### config.mk
export PLATFORM = sky130hd
export DESIGN_NAME = mtx_top
export DESIGN_NICKNAME = d
export VERILOG_FILES = /design/src/mtx_pkg.sv /design/src/mtx_fifo.sv /design/src/mtx_arbiter.sv /design/src/mtx_serializer.sv /design/src/mtx_io.sv /design/src/mtx_top.sv
export SDC_FILE = /design/constraint.sdc
export NUM_CORES = 1
export LEC_CHECK = 0
export ABC_AREA = 1
export BUFFER_PORTS_ARGS = -buffer_cell sky130_fd_sc_hd__buf_2
export CAP_MARGIN = 20
export CORE_MARGIN = 1
export CORE_UTILIZATION = 58
export CTS_CLUSTER_DIAMETER = 200
export DETAILED_ROUTE_END_ITERATION = 12
export PLACE_DENSITY = 0.85
export SLEW_MARGIN = 30
export SYNTH_ARGS = -nofsm -noshare
export SYNTH_HDL_FRONTEND = slang
export SYNTH_HIERARCHICAL = 1
export SYNTH_SLANG_ARGS = --single-unit
### constraint.sdc
create_clock -name io_clk -period 2.1 [get_ports io_clk]
set_input_delay 0.315 -clock io_clk [delete_from_list [all_inputs] [get_ports io_clk]]
set_output_delay 0.315 -clock io_clk [all_outputs]
set_load 0.01 [all_outputs]
### src/mtx_pkg.sv
/*
 * shared widths and sizes for the link transmitter
 * imported by every transmitter module
 */
package mtx_pkg;

   //########################################
   //# pin side
   //########################################

   // io data pins, one half-word per pin beat
   localparam int NMIO = 16;

   // io word, two half-words
   localparam int IOW = 2 * NMIO;

   //########################################
   //# core side
   //########################################

   // core transaction, passed through opaque
   localparam int TW = 64;

   // io words per transaction, upper word sent first
   localparam int NWORDS = TW / IOW;

   // entries per channel fifo
   localparam int FIFO_DEPTH = 4;

   // channel count
   // channel 0 carries writes, channel 1 carries reads
   localparam int NCH = 2;

endpackage

### src/mtx_fifo.sv
/*
 * channel transaction fifo, one per core channel
 * raises wait_out toward the core while full
 */
`timescale 1ns/1ps

module mtx_fifo
   import mtx_pkg::*;
#(
   parameter int DEPTH = FIFO_DEPTH
) (
   input  logic          io_clk,
   input  logic          io_nreset,
   input  logic          access,
   input  logic [TW-1:0] packet,
   output logic          wait_out,
   input  logic          pop,
   output logic          not_empty,
   output logic [TW-1:0] head
);

   // storage
   logic [TW-1:0] mem [DEPTH];

   // pointers and occupancy
   logic [$clog2(DEPTH)-1:0]   wr_ptr;
   logic [$clog2(DEPTH)-1:0]   rd_ptr;
   logic [$clog2(DEPTH+1)-1:0] count;
   logic                       full;
   logic                       wr_en;

   assign full      = (count == DEPTH);
   assign wr_en     = access & ~full;
   assign wait_out  = full;
   assign not_empty = (count != 0);
   assign head      = mem[rd_ptr];

   //########################################
   //# pointers
   //########################################

   always_ff @(posedge io_clk or negedge io_nreset) begin
      if (!io_nreset) begin
         wr_ptr <= '0;
         rd_ptr <= '0;
         count  <= '0;
      end else begin
         // wrap at depth
         if (wr_en) begin
            wr_ptr <= (wr_ptr == DEPTH - 1) ? '0 : wr_ptr + 1'b1;
         end
         if (pop) begin
            rd_ptr <= (rd_ptr == DEPTH - 1) ? '0 : rd_ptr + 1'b1;
         end
         // occupancy, push and pop together leave it unchanged
         case ({wr_en, pop})
            2'b10:   count <= count + 1'b1;
            2'b01:   count <= count - 1'b1;
            default: count <= count;
         endcase
      end
   end

   // write port
   always_ff @(posedge io_clk) begin
      if (wr_en) begin
         mem[wr_ptr] <= packet;
      end
   end

   //########################################
   //# checks
   //########################################

   // arbiter only pops a channel that holds data
   a_no_pop_empty: assert property (
      @(posedge io_clk) disable iff (!io_nreset)
      pop |-> not_empty
   );

   // core holds the write while full, so nothing is dropped
   a_hold_while_full: assert property (
      @(posedge io_clk) disable iff (!io_nreset)
      (access && wait_out) |=> (access && $stable(packet))
   );

endmodule

### src/mtx_arbiter.sv
/*
 * round-robin grant of the write and read fifos onto the serializer
 * hands off one head per cycle when the serializer is idle
 */
`timescale 1ns/1ps

module mtx_arbiter
   import mtx_pkg::*;
(
   input  logic                    io_clk,
   input  logic                    io_nreset,
   input  logic [NCH-1:0]          not_empty,
   input  logic [NCH-1:0][TW-1:0]  heads,
   input  logic                    busy,
   output logic [NCH-1:0]          pop,
   output logic                    req_valid,
   output logic [TW-1:0]           req_packet,
   output logic [NCH-1:0]          grant
);

   // last served channel
   logic last_ch;
   // channel picked this cycle
   logic sel_ch;
   logic handoff;

   // favour the channel not served last, else fall back
   always_comb begin
      sel_ch = ~last_ch;
      if (!not_empty[~last_ch]) begin
         sel_ch = last_ch;
      end
   end

   always_comb begin
      grant         = '0;
      grant[sel_ch] = req_valid;
   end

   assign req_valid  = |not_empty;
   assign req_packet = heads[sel_ch];
   assign handoff    = req_valid & ~busy;

   // pop the granted fifo on handoff
   assign pop = grant & {NCH{handoff}};

   // pointer starts on read so write goes first
   always_ff @(posedge io_clk or negedge io_nreset) begin
      if (!io_nreset) begin
         last_ch <= 1'b1;
      end else if (handoff) begin
         last_ch <= sel_ch;
      end
   end

   // serializer takes one transaction per handoff
   a_one_handoff: assert property (
      @(posedge io_clk) disable iff (!io_nreset)
      handoff |=> !handoff
   );

endmodule

### src/mtx_serializer.sv
/*
 * cuts a granted transaction into io words, upper word first
 * busy from handoff until the last word is taken by the io block
 */
`timescale 1ns/1ps

module mtx_serializer
   import mtx_pkg::*;
(
   input  logic           io_clk,
   input  logic           io_nreset,
   input  logic           req_valid,
   input  logic [TW-1:0]  req_packet,
   output logic           busy,
   input  logic           io_wait,
   output logic           io_access,
   output logic [IOW-1:0] io_packet
);

   // held transaction
   logic [TW-1:0] pkt;

   // word state
   logic                        active;
   logic [$clog2(NWORDS)-1:0]   word_idx;
   logic                        consume;
   logic                        last_word;

   assign busy      = active;
   assign io_access = active;
   assign consume   = active & ~io_wait;
   assign last_word = (word_idx == NWORDS - 1);

   // word 0 is the top slice
   assign io_packet = pkt[(NWORDS - 1 - word_idx) * IOW +: IOW];

   //########################################
   //# word sequencing
   //########################################

   always_ff @(posedge io_clk or negedge io_nreset) begin
      if (!io_nreset) begin
         active   <= 1'b0;
         word_idx <= '0;
      end else if (!active) begin
         // handoff from arbiter
         active   <= req_valid;
         word_idx <= '0;
      end else if (consume) begin
         if (last_word) begin
            active   <= 1'b0;
            word_idx <= '0;
         end else begin
            word_idx <= word_idx + 1'b1;
         end
      end
   end

   // capture on handoff
   always_ff @(posedge io_clk) begin
      if (req_valid && !active) begin
         pkt <= req_packet;
      end
   end

   // io word holds while the io block stalls it
   a_stable_on_wait: assert property (
      @(posedge io_clk) disable iff (!io_nreset)
      (io_access && io_wait) |=> (io_access && $stable(io_packet))
   );

endmodule

### src/mtx_io.sv
/*
 * pin side io logic, sdr half-word selector and behavioural ddr stage
 * io_wait stalls the serializer per half-word in sdr and on tx_wait
 */
`timescale 1ns/1ps

module mtx_io
   import mtx_pkg::*;
(
   input  logic            nreset,
   input  logic            io_clk,
   input  logic            ddr_mode,
   input  logic            lsbfirst,
   output logic [NMIO-1:0] tx_packet,
   output logic            tx_access,
   input  logic            tx_wait,
   input  logic            io_access,
   input  logic [IOW-1:0]  io_packet,
   output logic            io_wait
);

   // local reset
   logic [1:0] rst_sync;
   logic       io_nreset;

   // half-word order
   logic [NMIO-1:0] first_half;
   logic [NMIO-1:0] second_half;
   logic            send;

   // sdr path
   logic            half_sel;
   logic [NMIO-1:0] tx_packet_sdr;

   // ddr path
   logic [NMIO-1:0] ddr_rise;
   logic [NMIO-1:0] ddr_fall_p;
   logic [NMIO-1:0] ddr_fall_n;
   logic [NMIO-1:0] tx_packet_ddr;

   //########################################
   //# reset synchronizer
   //########################################

   // async assert, sync release
   always_ff @(posedge io_clk or negedge nreset) begin
      if (!nreset) begin
         rst_sync <= 2'b00;
      end else begin
         rst_sync <= {rst_sync[0], 1'b1};
      end
   end

   assign io_nreset = rst_sync[1];

   //########################################
   //# access strobe
   //########################################

   // a half-word leaves only when the pins are not stalled
   assign send = io_access & ~tx_wait;

   // pin strobe, one cycle behind io_access
   always_ff @(posedge io_clk or negedge io_nreset) begin
      if (!io_nreset) begin
         tx_access <= 1'b0;
      end else begin
         tx_access <= send;
      end
   end

   // lsbfirst swaps halves within each io word
   assign first_half  = lsbfirst ? io_packet[NMIO-1:0] : io_packet[IOW-1:NMIO];
   assign second_half = lsbfirst ? io_packet[IOW-1:NMIO] : io_packet[NMIO-1:0];

   //########################################
   //# sdr half-word selector
   //########################################

   // 0 while the first half goes out
   always_ff @(posedge io_clk or negedge io_nreset) begin
      if (!io_nreset) begin
         half_sel <= 1'b0;
      end else if (ddr_mode || !io_access) begin
         half_sel <= 1'b0;
      end else if (!tx_wait) begin
         half_sel <= ~half_sel;
      end
   end

   always_ff @(posedge io_clk) begin
      if (send) begin
         tx_packet_sdr <= half_sel ? second_half : first_half;
      end
   end

   // hold the word through its first half in sdr
   assign io_wait = tx_wait | (~ddr_mode & io_access & ~half_sel);

   //########################################
   //# ddr output stage
   //########################################

   // both halves on the rising edge
   always_ff @(posedge io_clk) begin
      if (send) begin
         ddr_rise   <= first_half;
         ddr_fall_p <= second_half;
      end
   end

   // second half retimed for the low phase
   always_ff @(negedge io_clk) begin
      ddr_fall_n <= ddr_fall_p;
   end

   // high phase first half, low phase second half
   assign tx_packet_ddr = io_clk ? ddr_rise : ddr_fall_n;

   assign tx_packet = ddr_mode ? tx_packet_ddr : tx_packet_sdr;

endmodule

### src/mtx_top.sv
/*
 * link transmitter top, write and read channels onto one pin bus
 * core side uses access/packet/wait per channel
 */
`timescale 1ns/1ps

module mtx_top
   import mtx_pkg::*;
(
   input  logic            io_clk,
   input  logic            io_nreset,
   input  logic            ddr_mode,
   input  logic            lsbfirst,
   input  logic            wr_access,
   input  logic [TW-1:0]   wr_packet,
   output logic            wr_wait,
   input  logic            rd_access,
   input  logic [TW-1:0]   rd_packet,
   output logic            rd_wait,
   output logic [NMIO-1:0] tx_packet,
   output logic            tx_access,
   input  logic            tx_wait
);

   // fifo to arbiter, index 0 write, index 1 read
   logic [NCH-1:0]         fifo_not_empty;
   logic [NCH-1:0][TW-1:0] fifo_heads;
   logic [NCH-1:0]         fifo_pop;

   // arbiter to serializer
   logic          req_valid;
   logic [TW-1:0] req_packet;
   logic          busy;

   // serializer to io
   logic           io_access;
   logic [IOW-1:0] io_packet;
   logic           io_wait;

   mtx_fifo u_wr_fifo (
      .io_clk    (io_clk),
      .io_nreset (io_nreset),
      .access    (wr_access),
      .packet    (wr_packet),
      .wait_out  (wr_wait),
      .pop       (fifo_pop[0]),
      .not_empty (fifo_not_empty[0]),
      .head      (fifo_heads[0])
   );

   mtx_fifo u_rd_fifo (
      .io_clk    (io_clk),
      .io_nreset (io_nreset),
      .access    (rd_access),
      .packet    (rd_packet),
      .wait_out  (rd_wait),
      .pop       (fifo_pop[1]),
      .not_empty (fifo_not_empty[1]),
      .head      (fifo_heads[1])
   );

   mtx_arbiter u_arbiter (
      .io_clk     (io_clk),
      .io_nreset  (io_nreset),
      .not_empty  (fifo_not_empty),
      .heads      (fifo_heads),
      .busy       (busy),
      .pop        (fifo_pop),
      .req_valid  (req_valid),
      .req_packet (req_packet),
      .grant      ()
   );

   mtx_serializer u_serializer (
      .io_clk     (io_clk),
      .io_nreset  (io_nreset),
      .req_valid  (req_valid),
      .req_packet (req_packet),
      .busy       (busy),
      .io_wait    (io_wait),
      .io_access  (io_access),
      .io_packet  (io_packet)
   );

   mtx_io u_io (
      .nreset    (io_nreset),
      .io_clk    (io_clk),
      .ddr_mode  (ddr_mode),
      .lsbfirst  (lsbfirst),
      .tx_packet (tx_packet),
      .tx_access (tx_access),
      .tx_wait   (tx_wait),
      .io_access (io_access),
      .io_packet (io_packet),
      .io_wait   (io_wait)
   );

endmodule

==> metrics.csv <==
stage,metric,value,unit
status,outcome,finished with violations,
status,failing checks,negative setup slack,
setup_path,r2r endpoint,u_rd_fifo/count[2]$_DFFE_PN0P_,
routing,vias,18800,
finish,Layout area overhead,19.1,%
sta,slew margin rel.,49.2,%
sta,Final Hold Viols,0,
global_route,grt total ovfl,0,
finish,"most common cell after layout, fill and taps aside",nand2_1,
routing,drt initial violations,1937,
yosys,post-synthesis cell count,2402,
setup_path,Critical Path Sink Type,output port,
clocking,"Reg clk slew, reported paths",0.07,ns
setup_path,CP max stage delay,0.32,ns
sta,skew final,0.305,ns
power,Psw,18700,uW
setup_path,Critical Setup Path Class,flop to output port,
setup_path,Worst setup SP type,flop,
routing,DR vias/cell,5.47,
die,core area,0.0481,mm2
finish,fin cells,3442,
sta,pins over their slew limit,0,
die,Initial Util,59.2,%
power,Comb pwr share,32.3,%
routing,"wirelength, routed",67700,um
sta,measured slew at the worst slew-check pin,0.761,ns
sta,RSZ-0062 raised after global routing,true,
min_path,hold crit path type,flop to asynchronous set/reset pin,
run,max cap viols,0,
setup_path,R2R setup slack,0.02,ns
global_route,number of global-route vias before repair,19300,
yosys,Yosys warning count,6,
power,Sequential Power Share,39.1,%
global_route,largest net degree at the start of global routing,66,
setup_path,Worst Setup SP,u_io/ddr_fall_n[5]$_DFF_N_,
yosys,Syn Area/Cell,11.9,um2
power,Max IR drop VDD,1.01,mV
sta,endpoints failing setup,32,
finish,# nets final,2880,
global_route,initial antenna violation count,1,
setup_path,CP max FO,1,
setup_path,"most used cell, CP",nand2_1,
finish,most frequent cells in the layout,"nand2_1, edfxtp_1, inv_1, o211ai_1, buf_2",
setup_path,Crit path required time,1.78,ns
die,die area,0.0500,mm2
placement,Buffers on Ports,153,
global_route,GRT Util Overall,27.0,%
setup_path,Reg2Reg Launch Point,u_wr_fifo/count[2]$_DFFE_PN0P_,
die,row count,80,
routing,DRC violations left,0,
power,Pint,32300,uW
placement,Detail Placement HPWL,40600,um
routing,Routed Antenna Nets,0,
die,IO Pins,154,
sta,final setup margin,-0.520,ns
power,Pwr Density,1500,mW/mm2
routing,Routed wire per std cell,19.7,um
setup_path,CP Data Arrival Time,2.30,ns
yosys,syn nets,2551,
finish,share of cells above drive strength 1,18.3,%
setup_path,cells along the critical path,inv_2 > nand2_1 > nand3_1 > nand2_1 > buf_2,
global_route,global-route wire length before repair,102000,um
clocking,"Clk Latency, worst-skew pair",0.76,ns
routing,TritonRoute pass-1 iters,6,
power,clock network power share,28.6,%
placement,GP Congestion,0.895,
power,leakage,0.0142,uW
placement,placed instance count,3129,
clocking,clock tree from TritonCTS,yes,
finish,final core occ,70.5,%
setup_path,CP max-delay cell,dfxtp_2,
setup_path,R2R cell count,13,
power,Switching Fraction,36.7,%
die,Die W,224,um
die,chip height,224,um
yosys,Mapped Area,0.0285,mm2
[critical path, delay by kind of cell, from the launching register on]
family	cells	cell delay, ns
flip-flops	1	0.32
AND/OR/NAND/NOR	3	0.22
buffers and inverters	2	0.16
[flip-flops by register name, summed over array words and instances, names as in the netlist]
register and cells:
u_rd_fifo/mem 256, u_wr_fifo/mem 256, u_serializer/pkt 64, u_io/ddr_fall_n 16
u_io/ddr_fall_p 16, u_io/ddr_rise 16, u_io/tx_packet_sdr 16, u_rd_fifo/count 3
u_wr_fifo/count 3, u_io/rst_sync 2, u_rd_fifo/rd_ptr 2, u_rd_fifo/wr_ptr 2
u_wr_fifo/rd_ptr 2, u_wr_fifo/wr_ptr 2, u_arbiter/last_ch 1, u_io/half_sel 1
u_io/tx_access 1, u_serializer/busy 1, u_serializer/last_word 1
[power groups by stage]
stage          registers, uW  logic, uW  clock network (uW)
2_1_floorplan          19600      11500                 712
5_1_grt                20100      17900               15400
6_report               19900      16500               14600
3_3_place_gp           19900      14900                 671
3_5_place_dp           20000      15500                 671
4_1_cts                19800      16000               14400
[repair_timing]
action,CTS,global route
hold buffers,132,1
endpoints found under the setup margin,35,38
pin swaps,8,20
buffers inserted,5,11
gates cloned,0,1
hold endpoints to repair,526,4
resized for setup,14,50
[per-layer routing]
metal  vias up  track usage (%)  part of all wire (%)
li1       8775                -                     -
met1      9056             31.5                    36
met2       834             46.7                    52
met3       172             6.44                   7.6
met4         0             13.4                   4.4
met5         -                0                     0
[cell type report]
cell class                 count  area (um2)
clock inverter                67         527
multi-input combinational   1249        6590
timing repair buffer         321        2750
timing repair inverter         1        8.76
fill                        3029       14200
tap                          656         821
sequential                   661       19600
inverter                     362        1400
clock buffer                 124        2230
antenna                        1        2.50
[how the worst max path moves through the flow]
stage / to / slack [ns] / cells after the start
5_1_grt: tx_packet[6] / -0.54 / 5
4_1_cts: tx_packet[9] / -0.54 / 5
3_5_place_dp: u_rd_fifo/count[2]$_DFFE_PN0P_ / -0.04 / 12
2_1_floorplan: u_serializer/pkt[0]$_DFFE_PP_ / -0.07 / 6
6_report: tx_packet[5] / -0.52 / 5
3_3_place_gp: tx_packet[6] / 0.14 / 5
[through the flow]
step / area [um2] / total power [uW] / hold slack, ns / worst slack [ns] / setup TNS, ns
6_report: 33900 / 51000 / 0.0376 / -0.520 / -7.21
2_1_floorplan: 28600 / 31800 / 0.0111 / -0.0704 / -5.53
4_1_cts: 33700 / 50300 / 0.0399 / -0.542 / -7.78
5_1_grt: 33900 / 53300 / 0.0381 / -0.537 / -8.27
3_3_place_gp: 29800 / 35400 / 0.0489 / 0.137 / 0
3_5_place_dp: 29800 / 36200 / 0.0516 / -0.0398 / -0.0398
(Power assumes the default switching activity.)
